--- src/design/cartoonPkg.sv ---
/* Shared sizes, types, register map and reset values of the cartoon filter.
   Every RTL module imports this package by wildcard. */
`default_nettype none

package cartoonPkg;

	// ========================================================================
	// Frame geometry
	// ========================================================================
	localparam int FrameWidth  = 16;
	localparam int FrameHeight = 12;

	// Pixels swallowed before the window centre is real
	localparam int PrimeCount = FrameWidth + 1;

	// ========================================================================
	// Data path types
	// ========================================================================
	typedef logic [4:0]  chanT;
	// Red 14:10, green 9:5, blue 4:0
	typedef logic [14:0] pixelT;
	// r + 2g + b, max 124
	typedef logic [6:0]  lumaT;
	// Gradient magnitude, max 496
	typedef logic [8:0]  gradT;
	typedef logic [3:0]  colT;
	typedef logic [3:0]  rowT;
	// Fill counter wide enough to hold PrimeCount
	typedef logic [$clog2(PrimeCount + 1) - 1:0] fillT;

	// Last centre position in a line and in a frame
	localparam colT LastCol = colT'(FrameWidth - 1);
	localparam rowT LastRow = rowT'(FrameHeight - 1);

	// ========================================================================
	// Wishbone register map
	// ========================================================================
	typedef logic [1:0]  wbAdrT;
	typedef logic [15:0] wbDatT;

	localparam wbAdrT AdrMask   = 2'd0;
	localparam wbAdrT AdrThresh = 2'd1;
	localparam wbAdrT AdrMode   = 2'd2;

	// Keep top three red, four green, three blue bits
	localparam wbDatT MaskReset   = {1'b0, 5'b11100, 5'b11110, 5'b11100};
	localparam gradT  ThreshReset = 9'd224;

	// Classic slave handshake
	typedef enum logic {
		CfgIdle,
		CfgAck
	} cfgStateT;

endpackage

`default_nettype wire

--- src/design/wbConfigSlave.sv ---
/* Wishbone classic slave holding the colour masks, edge threshold and mode bits.
   Acknowledges one cycle after a request and writes at the acknowledge edge. */
`timescale 1ns/1ns
`default_nettype none

module wbConfigSlave import cartoonPkg::*; (
	input  wire    VGA_CTRL_CLK,
	input  wire    DLY_RST_2,
	input  wire    wbCyc,
	input  wire    wbStb,
	input  wire    wbWe,
	input  wbAdrT  wbAdr,
	input  wbDatT  wbDatIn,
	output wbDatT  wbDatOut,
	output logic   wbAck,
	output chanT   redMask,
	output chanT   greenMask,
	output chanT   blueMask,
	output gradT   edgeThresh,
	output logic   grayMode,
	output logic   fillMode
);

	cfgStateT cfgState;

	// Idle sees request, ack for one cycle, then back to idle
	always_ff @(posedge VGA_CTRL_CLK or negedge DLY_RST_2) begin
		if (!DLY_RST_2) begin
			cfgState <= CfgIdle;
		end else begin
			case (cfgState)
				CfgIdle: if (wbCyc && wbStb) cfgState <= CfgAck;
				CfgAck:  cfgState <= CfgIdle;
				default: cfgState <= CfgIdle;
			endcase
		end
	end

	assign wbAck = (cfgState == CfgAck);

	// Register writes land on the acknowledge edge
	always_ff @(posedge VGA_CTRL_CLK or negedge DLY_RST_2) begin
		if (!DLY_RST_2) begin
			redMask    <= MaskReset[14:10];
			greenMask  <= MaskReset[9:5];
			blueMask   <= MaskReset[4:0];
			edgeThresh <= ThreshReset;
			grayMode   <= 1'b0;
			fillMode   <= 1'b0;
		end else if (wbAck && wbCyc && wbStb && wbWe) begin
			case (wbAdr)
				AdrMask: begin
					redMask   <= wbDatIn[14:10];
					greenMask <= wbDatIn[9:5];
					blueMask  <= wbDatIn[4:0];
				end
				AdrThresh: edgeThresh <= wbDatIn[8:0];
				AdrMode: begin
					grayMode <= wbDatIn[0];
					fillMode <= wbDatIn[1];
				end
				// Unknown address, write dropped
				default: ;
			endcase
		end
	end

	// Read data follows the address, sampled by the master with ack
	always_comb begin
		case (wbAdr)
			AdrMask:   wbDatOut = {1'b0, redMask, greenMask, blueMask};
			AdrThresh: wbDatOut = {7'b0, edgeThresh};
			AdrMode:   wbDatOut = {14'b0, fillMode, grayMode};
			default:   wbDatOut = '0;
		endcase
	end

endmodule

`default_nettype wire

--- src/design/rasterCounter.sv ---
/* Counts the pipeline fill after reset, then follows the raster position of the
   window centre so that edges are suppressed on the frame border. */
`timescale 1ns/1ns
`default_nettype none

module rasterCounter import cartoonPkg::*; (
	input  wire   VGA_CTRL_CLK,
	input  wire   DLY_RST_2,
	input  wire   pixValid,
	output logic  primed,
	output logic  edgeAllow
);

	fillT fillCount;
	colT  centreCol;
	rowT  centreRow;

	// ========================================================================
	// Fill counter
	// ========================================================================
	// Saturates once the centre holds pixel zero of the stream
	always_ff @(posedge VGA_CTRL_CLK or negedge DLY_RST_2) begin
		if (!DLY_RST_2) begin
			fillCount <= '0;
		end else if (pixValid && !primed) begin
			fillCount <= fillCount + 1'b1;
		end
	end

	assign primed = (fillCount == fillT'(PrimeCount));

	// ========================================================================
	// Centre position
	// ========================================================================
	// Starts on the last position so the first step wraps to 0,0
	always_ff @(posedge VGA_CTRL_CLK or negedge DLY_RST_2) begin
		if (!DLY_RST_2) begin
			centreCol <= LastCol;
			centreRow <= LastRow;
		end else if (pixValid && primed) begin
			if (centreCol == LastCol) begin
				centreCol <= '0;
				centreRow <= (centreRow == LastRow) ? '0 : centreRow + 1'b1;
			end else begin
				centreCol <= centreCol + 1'b1;
			end
		end
	end

	// Border centres would see pixels of another line or frame
	assign edgeAllow = (centreCol != '0) && (centreCol != LastCol) &&
		(centreRow != '0) && (centreRow != LastRow);

endmodule

`default_nettype wire

--- src/design/lineWindow.sv ---
/* Two line delays and the 3x3 pixel window, advanced on every accepted pixel.
   Window index 0 is top left, 4 the centre and 8 the newest pixel. */
`timescale 1ns/1ns
`default_nettype none

module lineWindow import cartoonPkg::*; (
	input  wire          VGA_CTRL_CLK,
	input  wire          DLY_RST_2,
	input  wire          pixValid,
	input  pixelT        pixIn,
	input  wire          primed,
	output pixelT [8:0]  window,
	output logic         winValid
);

	// Line 0 delays the input, line 1 delays the output of line 0
	pixelT lineBuf [2][FrameWidth];

	// ========================================================================
	// Line delays
	// ========================================================================
	always_ff @(posedge VGA_CTRL_CLK) begin
		if (pixValid) begin
			lineBuf[0][0] <= pixIn;
			lineBuf[1][0] <= lineBuf[0][FrameWidth - 1];
			for (int i = 1; i < FrameWidth; i++) begin
				lineBuf[0][i] <= lineBuf[0][i - 1];
				lineBuf[1][i] <= lineBuf[1][i - 1];
			end
		end
	end

	// ========================================================================
	// 3x3 window
	// ========================================================================
	always_ff @(posedge VGA_CTRL_CLK) begin
		if (pixValid) begin
			// Right column takes the newest pixel of each line
			window[8] <= pixIn;
			window[5] <= lineBuf[0][FrameWidth - 1];
			window[2] <= lineBuf[1][FrameWidth - 1];
			// Older columns slide left
			for (int r = 0; r < 3; r++) begin
				window[3 * r]     <= window[3 * r + 1];
				window[3 * r + 1] <= window[3 * r + 2];
			end
		end
	end

	// Window content is real only once the fill is done
	always_ff @(posedge VGA_CTRL_CLK or negedge DLY_RST_2) begin
		if (!DLY_RST_2) begin
			winValid <= 1'b0;
		end else begin
			winValid <= pixValid && primed;
		end
	end

endmodule

`default_nettype wire

--- src/design/edgeDetect.sv ---
/* Intensity of the nine window pixels and the row and column gradients.
   Purely combinational, flags an edge above the programmed threshold. */
`timescale 1ns/1ns
`default_nettype none

module edgeDetect import cartoonPkg::*; (
	input  pixelT [8:0]  window,
	input  gradT         edgeThresh,
	input  wire          edgeAllow,
	output logic         isEdge,
	output lumaT         centreLuma
);

	lumaT luma [9];
	gradT topSum;
	gradT bottomSum;
	gradT leftSum;
	gradT rightSum;
	gradT gradH;
	gradT gradV;

	// r + 2g + b
	function automatic lumaT lumaOf(pixelT p);
		return {2'b0, p[14:10]} + {1'b0, p[9:5], 1'b0} + {2'b0, p[4:0]};
	endfunction

	// 1, 2, 1 weighting along a row or column
	function automatic gradT weighted(lumaT a, lumaT b, lumaT c);
		return {2'b0, a} + {1'b0, b, 1'b0} + {2'b0, c};
	endfunction

	function automatic gradT absDiff(gradT x, gradT y);
		return (x > y) ? x - y : y - x;
	endfunction

	always_comb begin
		for (int i = 0; i < 9; i++) begin
			luma[i] = lumaOf(window[i]);
		end
	end

	// ========================================================================
	// Gradients
	// ========================================================================
	// Top row against bottom row
	assign topSum    = weighted(luma[0], luma[1], luma[2]);
	assign bottomSum = weighted(luma[6], luma[7], luma[8]);
	assign gradH     = absDiff(topSum, bottomSum);

	// Left column against right column
	assign leftSum  = weighted(luma[0], luma[3], luma[6]);
	assign rightSum = weighted(luma[2], luma[5], luma[8]);
	assign gradV    = absDiff(leftSum, rightSum);

	// Strictly above threshold, never on the border
	assign isEdge = edgeAllow && ((gradH > edgeThresh) || (gradV > edgeThresh));

	assign centreLuma = luma[4];

endmodule

`default_nettype wire

--- src/design/colorReduce.sv ---
/* Grey or colour source, per-channel bit masking and edge blackening.
   Registers the filtered pixel together with its valid. */
`timescale 1ns/1ns
`default_nettype none

module colorReduce import cartoonPkg::*; (
	input  wire    VGA_CTRL_CLK,
	input  wire    DLY_RST_2,
	input  wire    winValid,
	input  pixelT  centrePixel,
	input  lumaT   centreLuma,
	input  wire    isEdge,
	input  chanT   redMask,
	input  chanT   greenMask,
	input  chanT   blueMask,
	input  wire    grayMode,
	input  wire    fillMode,
	output logic   outValid,
	output pixelT  outPixel
);

	pixelT source;
	pixelT reduced;

	// Fill mode sets the dropped bits instead of clearing them
	function automatic chanT maskChan(chanT c, chanT m, logic fill);
		return fill ? ((c & m) | ~m) : (c & m);
	endfunction

	// Grey uses the upper five intensity bits on all channels
	assign source = grayMode ? {3{centreLuma[6:2]}} : centrePixel;

	assign reduced = isEdge ? '0 : {maskChan(source[14:10], redMask, fillMode),
		maskChan(source[9:5], greenMask, fillMode),
		maskChan(source[4:0], blueMask, fillMode)};

	always_ff @(posedge VGA_CTRL_CLK or negedge DLY_RST_2) begin
		if (!DLY_RST_2) begin
			outValid <= 1'b0;
		end else begin
			outValid <= winValid;
		end
	end

	always_ff @(posedge VGA_CTRL_CLK) begin
		if (winValid) outPixel <= reduced;
	end

endmodule

`default_nettype wire

--- src/design/cartoonFilter.sv ---
/* Cartoon filter top, a streamed RGB pixel in and the filtered pixel two cycles
   later, configured over a Wishbone classic slave. */
`timescale 1ns/1ns
`default_nettype none

module cartoonFilter import cartoonPkg::*; (
	input  wire    VGA_CTRL_CLK,
	input  wire    DLY_RST_2,
	// Pixel stream
	input  wire    pixValid,
	input  pixelT  pixIn,
	output logic   outValid,
	output pixelT  outPixel,
	// Wishbone slave
	input  wire    wbCyc,
	input  wire    wbStb,
	input  wire    wbWe,
	input  wbAdrT  wbAdr,
	input  wbDatT  wbDatIn,
	output wbDatT  wbDatOut,
	output logic   wbAck
);

	chanT         redMask;
	chanT         greenMask;
	chanT         blueMask;
	gradT         edgeThresh;
	logic         grayMode;
	logic         fillMode;
	logic         primed;
	logic         edgeAllow;
	pixelT [8:0]  window;
	logic         winValid;
	logic         isEdge;
	lumaT         centreLuma;

	wbConfigSlave uCfg (.VGA_CTRL_CLK, .DLY_RST_2, .wbCyc, .wbStb, .wbWe, .wbAdr,
		.wbDatIn, .wbDatOut, .wbAck, .redMask, .greenMask, .blueMask, .edgeThresh,
		.grayMode, .fillMode);

	rasterCounter uRaster (.VGA_CTRL_CLK, .DLY_RST_2, .pixValid, .primed, .edgeAllow);

	// Window forms one cycle after the pixel
	lineWindow uWindow (.VGA_CTRL_CLK, .DLY_RST_2, .pixValid, .pixIn, .primed,
		.window, .winValid);

	edgeDetect uEdge (.window, .edgeThresh, .edgeAllow, .isEdge, .centreLuma);

	// Output register, second pipeline stage
	colorReduce uReduce (.VGA_CTRL_CLK, .DLY_RST_2, .winValid,
		.centrePixel(window[4]), .centreLuma, .isEdge, .redMask, .greenMask,
		.blueMask, .grayMode, .fillMode, .outValid, .outPixel);

endmodule

`default_nettype wire

--- config.mk ---
export PLATFORM = sky130hd
export DESIGN_NAME = cartoonFilter
export DESIGN_NICKNAME = d
export VERILOG_FILES = /design/src/design/cartoonPkg.sv /design/src/design/wbConfigSlave.sv /design/src/design/rasterCounter.sv /design/src/design/lineWindow.sv /design/src/design/edgeDetect.sv /design/src/design/colorReduce.sv /design/src/design/cartoonFilter.sv
export SDC_FILE = /design/constraint.sdc
export NUM_CORES = 1
export LEC_CHECK = 0
export ABC_AREA = 1
export BUFFER_PORTS_ARGS = -buffer_cell sky130_fd_sc_hd__buf_2
export CAP_MARGIN = 10
export CORE_UTILIZATION = 40
export DETAILED_ROUTE_END_ITERATION = 12
export GPL_TIMING_DRIVEN = 0
export SLEW_MARGIN = 20
export SYNTH_ARGS = -nofsm -noshare
export SYNTH_HDL_FRONTEND = slang
export SYNTH_HIERARCHICAL = 1
export SYNTH_SLANG_ARGS = --single-unit
--- constraint.sdc ---
create_clock -name VGA_CTRL_CLK -period 6.1 [get_ports VGA_CTRL_CLK]
set_clock_uncertainty 0.1 [all_clocks]
set_input_delay 0.305 -clock VGA_CTRL_CLK [delete_from_list [all_inputs] [get_ports VGA_CTRL_CLK]]
set_output_delay 0.305 -clock VGA_CTRL_CLK [all_outputs]
set_load 0.05 [all_outputs]
==> results list, run 1 <==
- The flow ran to the end, but the final reports show violations.
- Violated checks: negative setup slack
- Number of slew-limit violations in the final report: 0
- Biggest fanout along the worst timing path: 5
* Worst-Skew Late Latency: 0.60 ns
- For this run, the top clock speed supported by timing is between 150 and 200 MHz.
- Syn avg cell area: about 14 um2
- Share of the cycle needed by the critical path after routing: 104%
* Top cell type's share of synthesized area: 62.0%
- Entering global routing, the biggest net connects 116 pins.
* Number of iterations in the first detailed-routing pass: 5
- Filler Cell Count: 5,483
- The total overflow left after global routing is 0.
- At the pin with the least slew margin, the transition time is roughly 0.76 ns.
- In this run the tightest slew margin relative to its limit is 49.1%.
- Number of nets in the layout: approximately 2,400
- Post-route minimum period: 6.35 ns
- The worst hold path belongs to the class input port to register.
* Die X: 258 um
* Number of different library cells in the post-synthesis netlist: 43
* Crit. End Element: register
- Number of top-level pins: 72
* Nets in the synthesized netlist: 2,178
- The largest single stage delay on the critical path is 0.57 ns.
- The routed layout has 14,115 vias.
* Buffers on Ports: 69
- Antenna Violating Nets Remaining: 0
- Die Ht: between 200 and 300 um
* Starting DRC count in detailed routing: 793
* MaxCap Viol Count: 0
- TritonCTS built the clock tree.
- Summed over all layers, the routed wires come to 48.0 mm.
* Signed area change from the synthesized netlist to the final layout: 20.9%
- The congestion estimate from routability-driven global placement came to approximately 0.86.
- Htree depth: 2
- The tree built by TritonCTS fans out to 582 sinks.
- The library cell used most frequently in the layout, excluding fill and tap cells, is sky130_fd_sc_hd__edfxtp_1.
- Once the floorplan was initialized, standard cells occupied 40.5% of the core.
- The first global-routing pass estimated 75.6 mm of wire.
- The number of global-route vias before repair was 14,492.
- Fraction of the yosys area taken by sequential cells: 66.1%
* Largest area contributor in the synthesized netlist: sky130_fd_sc_hd__edfxtp_1
* Synth Register Bits: 582
- Total half-perimeter wirelength after legalization and detailed placement: 33.2 mm
- Unrepaired setup endpoints after global routing: yes
- In the routed design, unresolved DRC markers number 0.
- The count of endpoints failing hold in the final timing report was 0.
- Before CTS, the worst setup slack after placement is -1.38 ns.
- STA classifies the critical path startpoint as a register.
- Yosys printed 6 warnings.
- The synthesized netlist occupies a cell area of 0.0262 mm2.
- Yosys attributes the largest share of cell area to sky130_fd_sc_hd__edfxtp_1, sky130_fd_sc_hd__ha_1, sky130_fd_sc_hd__fa_1.
- 0 antenna diodes ended up in the layout.
- Antenna violations before repair: 0
* Die outline area: 0.0664 mm2
- The core region is 0.0646 mm2.
- Routed wirelength normalized by instance count: roughly 16 um
- Final critical-path setup slack: -0.252 ns
* CTS max path bufs: 3
- Required time at the endpoint of the critical path: 6.34 ns
- Drt via density: 4.62
- Cell with the biggest individual delay on the critical path: sky130_fd_sc_hd__fa_1
* Worst setup path category: register to register
- The sequential cells in the finished layout cover a total of approximately 0.017 mm2.
- Counting every instance in the synthesized netlist gives 1,918.
- After clock tree synthesis, the clock-pin slew on the worst setup and hold paths is ~0.06 ns.
* Critical Path AT: between 6 and 7 ns
* Top library cells by usage in the layout, fill and taps aside: sky130_fd_sc_hd__edfxtp_1, sky130_fd_sc_hd__nand2_1, sky130_fd_sc_hd__inv_1
- Area of combinational cells with multiple inputs: 0.00815 mm2
- Layout cell share with drive strength beyond 1: a little over a quarter
* Num CTS Buffers: 58
- The cell sitting at the root of the clock tree is a sky130_fd_sc_hd__clkbuf_16.
- Setup violations remaining at the end of the flow were counted as 15.
- Number of placement rows: 93
- Global routing used 14.6% of the available tracks across all layers.
per-layer routing:
metal  GRT usage (%)  up-vias  part of all wire, %
li1                -     6872                    -
met1            20.3     6947                   47
met2            23.4      220                   47
met3            2.05       76                  3.5
met4            5.36        0                  2.7
met5               0        -                    0
sequential cells by signal, indices dropped and copies added, names as in the netlist:
name and flops:
uWindow/lineBuf 397, uWindow/window 128, uReduce/outPixel 15, uCfg/edgeThresh 9, uCfg/blueMask 5, uCfg/greenMask 5, uCfg/redMask 5, uRaster/fillCount 5
uRaster/centreCol 4, uRaster/centreRow 4, uCfg/fillMode 1, uCfg/grayMode 1, uCfg/wbAck 1, uReduce/outValid 1, uWindow/winValid 1
final cells by class:
type	instances	share of cell area (%)
inverters	258	3.08
clock inverters	36	1.04
multi-input cells	968	25.8
clock buffers	73	4.94
well taps	855	3.38
plain buffers	105	2.71
repair buffers	176	4.38
flip-flops and latches	582	54.7
worst max-delay path: cells and delay by family (launching register included):
kind | cells | cell delay (ns)
AOI/OAI and AO/OA | 4 | 0.69
xor gates and xnor gates | 2 | 0.41
and+or+nand+nor | 15 | 1.18
DFF | 1 | 0.40
adders and majority gates | 7 | 2.54
buffers and inverters | 8 | 0.78
synthesized netlist by cell type, drive strengths merged:
| library cell | number |
|---|---|
| xnor2 | 20 |
| dfstp | 20 |
| fa | 73 |
| buf | 110 |
| o21ai | 30 |
| o211ai | 3 |
| o311ai | 2 |
| nand3 | 103 |
| a31o | 1 |
| conb | 1 |
| nor2 | 76 |
| a21oi | 64 |
| inv | 258 |
| nand3b | 1 |
| dfrtp | 22 |
| ha | 148 |
| o221ai | 1 |
| nand2 | 358 |
| a31oi | 1 |
| nor3b | 1 |
| edfxtp | 540 |
| o21bai | 6 |
| nor3 | 3 |
| o31ai | 2 |
| nand4 | 16 |
| a21o | 8 |
| xor2 | 46 |
| a21boi | 4 |
what timing repair did:
action	4_1_cts	5_1_grt
endpoints found under the setup margin	15	15
hold endpoints to repair	64	0
buffers inserted	41	21
resized for setup	165	92
hold buffers	38	0
pin swaps	87	86
gates cloned	3	0
through the flow:
step / cells / hold slack, ns / instance area [um2] / util, % / setup TNS, ns
after floorplan: 1918 / -0.0906 / 26200 / - / 0
after global placement: 2842 / 0.301 / 27600 / 42.7 / -1566.39
after detailed placement: 2846 / 0.305 / 27700 / 42.9 / -19.22
after CTS: 3035 / 0.0307 / 31100 / 48.1 / -3.11
after global routing: 3053 / 0.0652 / 31600 / 49.0 / -8.36
final: 3053 / 0.0662 / 31600 / 49.0 / -3.21
kinds of logic (layout without fill, tap and decap cells):
kind of cell / count (synthesis) / count (layout) / share of synthesized area [%]
and+or+nand+nor: 558 / 558 / 9.18
other: 1 / 1 / 0.0143
AOI/OAI and AO/OA: 122 / 122 / 2.70
buffers and inverters: 368 / 648 / 7.08
adders and majority gates: 221 / 221 / 12.7
xor gates and xnor gates: 66 / 66 / 2.24
DFF: 582 / 582 / 66.1
path summary, 6_finish.rpt:
kind / from / end / slack, ns / cells past startpoint
max in group asynchronous: DLY_RST_2 / uRaster/centreRow[0] / 5.36 / 2
setup / recovery: uWindow/window[1] / uReduce/outPixel[2] / -0.25 / 36
hold / removal: wbWe / uCfg/blueMask[1] / 0.07 / 6
setup reg to reg: uWindow/window[1] / uReduce/outPixel[2] / -0.25 / 36
min in group asynchronous: DLY_RST_2 / uCfg/redMask[0] / 0.15 / 2
hold reg to reg: uWindow/lineBuf[0][378] / uWindow/lineBuf[0][363] / 0.31 / 0
Power of run 1 is left out: the tool's default activity adds up to more than one toggle a clock period on the data nets, which glitch-free logic cannot reach.
==> inputs of run 2 (changes only) <==
Settings changed: PLACE_DENSITY set to 0.61.
==> results list, run 2 (synthesized netlist as in run 1, its figures left out) <==
* Run status: finished, violations left
- Violated checks: negative setup slack
* Finished Layout Cells: 3,034
- The tree built by TritonCTS fans out to 582 sinks.
- Setup violations remaining at the end of the flow were counted as 15.
* Signed area change from the synthesized netlist to the final layout: 20.2%
* Share of the cycle needed by the critical path after routing: 104%
- The largest registers in the layout are uWindow/lineBuf x397, uWindow/window x128, uReduce/outPixel x15.
* Number of top-level pins: roughly 70
- The number of antenna diodes in the final layout is 0.
* Number of hold violations in the final report: 0
- Layout cell share with drive strength beyond 1: around a quarter
- Number of placed cells counting well taps: 2,847
- Drt via density: 4.64
* Crit. End Element: register
* Setup slack, reg-to-reg: -0.25 ns
* Source of the worst hold timing path: wbWe
- Measured along the x axis, the die boundary spans 258 um.
- By startpoint and endpoint, the worst setup path is classified as register to register.
- Hold Worst Slack: 0.0646 ns
- The largest single stage delay on the critical path is about 0.52 ns.
- STA classifies the critical path startpoint as a register.
* Antenna Violating Nets Remaining: 0
- Entering global routing, the biggest net connects 112 pins.
* Number of nets in the layout: 2,395
* Antenna violations before repair: 0
- The worst register-to-register path begins at uWindow/window[101].
- Most frequent standard cell in the layout excluding fill and tap cells: sky130_fd_sc_hd__edfxtp_1
- The floorplan has 93 rows.
- Routability cong.: 0.863
* Number of slew-limit violations in the final report: 0
- For the pin with the worst max-slew slack, the measured transition is 0.979 ns.
- The die is 258 um tall.
* Post-route minimum period: 6.35 ns
- In this run the worst setup path begins at uWindow/window[101].
- Num CTS Buffers: 57
- Total Routing Usage GR: 14.1%
* Top library cells by usage in the layout, fill and taps aside: sky130_fd_sc_hd__edfxtp_1, sky130_fd_sc_hd__nand2_1, sky130_fd_sc_hd__inv_1
- Unrepaired setup endpoints after global routing: yes
- Relative slew slack: 34.7%
- The tree is rooted in a sky130_fd_sc_hd__clkbuf_16.
* Critical Path AT: 6.61 ns
* Most prevalent standard cell on the critical path: sky130_fd_sc_hd__ha_4
* Buffers on Ports: 69
- Counting flops per register, the top entry is uWindow/lineBuf.
- Classification of the worst-slack hold path: input port to register
- Clock-pin slew was measured on the worst setup and hold paths at 0.06 ns.
- CTS tree: done
- Timing would allow up to 157 MHz.
- At the end of the flow the core is filled with cells to 48.7%.
- For this run the aggregate overflow at the end of global routing stands at 0.
- Final critical-path setup slack: -0.254 ns
- Before antenna repair, the detailed router went through 5 iterations.
- After routing, the total negative slack on setup checks comes to -3.28 ns.
- The clock reaches the later pin of the worst-skew pair after about 0.60 ns.
- Biggest fanout along the worst timing path: 5
* Number of flip-flops under the largest register name: approximately 400
- Htree depth: 2
- No sink is reached through more buffers than the 3 on the longest clock path.
- The floorplan step defined a die boundary enclosing ~0.066 mm2.
- Once the floorplan was initialized, standard cells occupied approximately two fifths of the core.
- At the worst endpoint, the required time is 6.35 ns.
* Count of vias placed by the detailed router: approximately 14,000
* Wire length of the first global-routing pass: 74.5 mm
* Cell with the biggest individual delay on the critical path: sky130_fd_sc_hd__fa_1
* Routed wire length: roughly 46 mm
- MaxCap Viol Count: 0
* Placeable Area: 0.0646 mm2
- Routed wirelength normalized by instance count: between 15 and 20 um
- Starting DRC count in detailed routing: 855
- For this run, design rule violations remaining after detail routing come to 0.
- Total half-perimeter wirelength after legalization and detailed placement: 31.9 mm
- Number of global-route vias before repair: between 10,000 and 15,000
==> run 2: cell count changes in the layout (fill, tap and decap cells not counted), sizes merged <==
cell         change
buf             -14
clkinv           -8
bufinv           +5
clkbuf           -2
inv              -1
dlygate4sd3      +1
==> run 2: critical path, delay by kind of cell, from the launching register on <==
family | cells | cell delay (ns)
fa+ha+maj | 7 | 2.33
compound gates | 4 | 0.62
flops | 1 | 0.39
simple gates | 14 | 1.29
buf+inv | 7 | 0.92
xor+xnor | 2 | 0.48
==> run 2: routing by layer <==
| metal | GRT usage [%] | wire [um] | part of all wire (%) | vias to the layer above |
|---|---|---|---|---|
| met5 | 0 | 0 | 0 | - |
| met4 | 4.29 | 1080 | 2.3 | 0 |
| met3 | 2.07 | 1700 | 3.7 | 84 |
| met2 | 23.1 | 21900 | 47 | 233 |
| met1 | 19.5 | 21500 | 47 | 6927 |
| li1 | - | - | - | 6846 |
==> run 2: layout make-up <==
type	instances	area (um2)
inverters	258	971
multi-input cells	968	8010
clock buffers	71	1530
flip-flops and latches	582	17300
well taps	855	1070
repair buffers	158	1250
clock inverters	32	410
fillers	5563	33200
plain buffers	110	897
==> run 2: what timing repair did <==
item	4_1_cts	5_1_grt
endpoints found under the hold margin	104	0
buffers inserted	29	13
gates resized for setup	104	119
gates cloned	1	2
hold buffers	39	0
setup endpoints to repair	15	15
pin swaps	47	82
==> run 2: metrics by stage <==
step,cell area (um2),setup WS (ns)
6_report,31400,-0.254
2_1_floorplan,26200,0.0262
4_1_cts,30800,-0.251
5_1_grt,31400,-0.548
3_3_place_gp,27600,-3.28
3_5_place_dp,27700,-1.39
==> run 2: final timing paths <==
path	endpoint	depth (start not counted)
worst min register to register	uWindow/lineBuf[0][375]	0
max in group asynchronous	uCfg/grayMode	2
min in group asynchronous	uCfg/edgeThresh[4]	2
worst max register to register	uReduce/outPixel[0]	34
worst max-delay path	uReduce/outPixel[0]	34
worst min-delay path	uCfg/blueMask[0]	6
Power of run 2 is left out for the same reason.
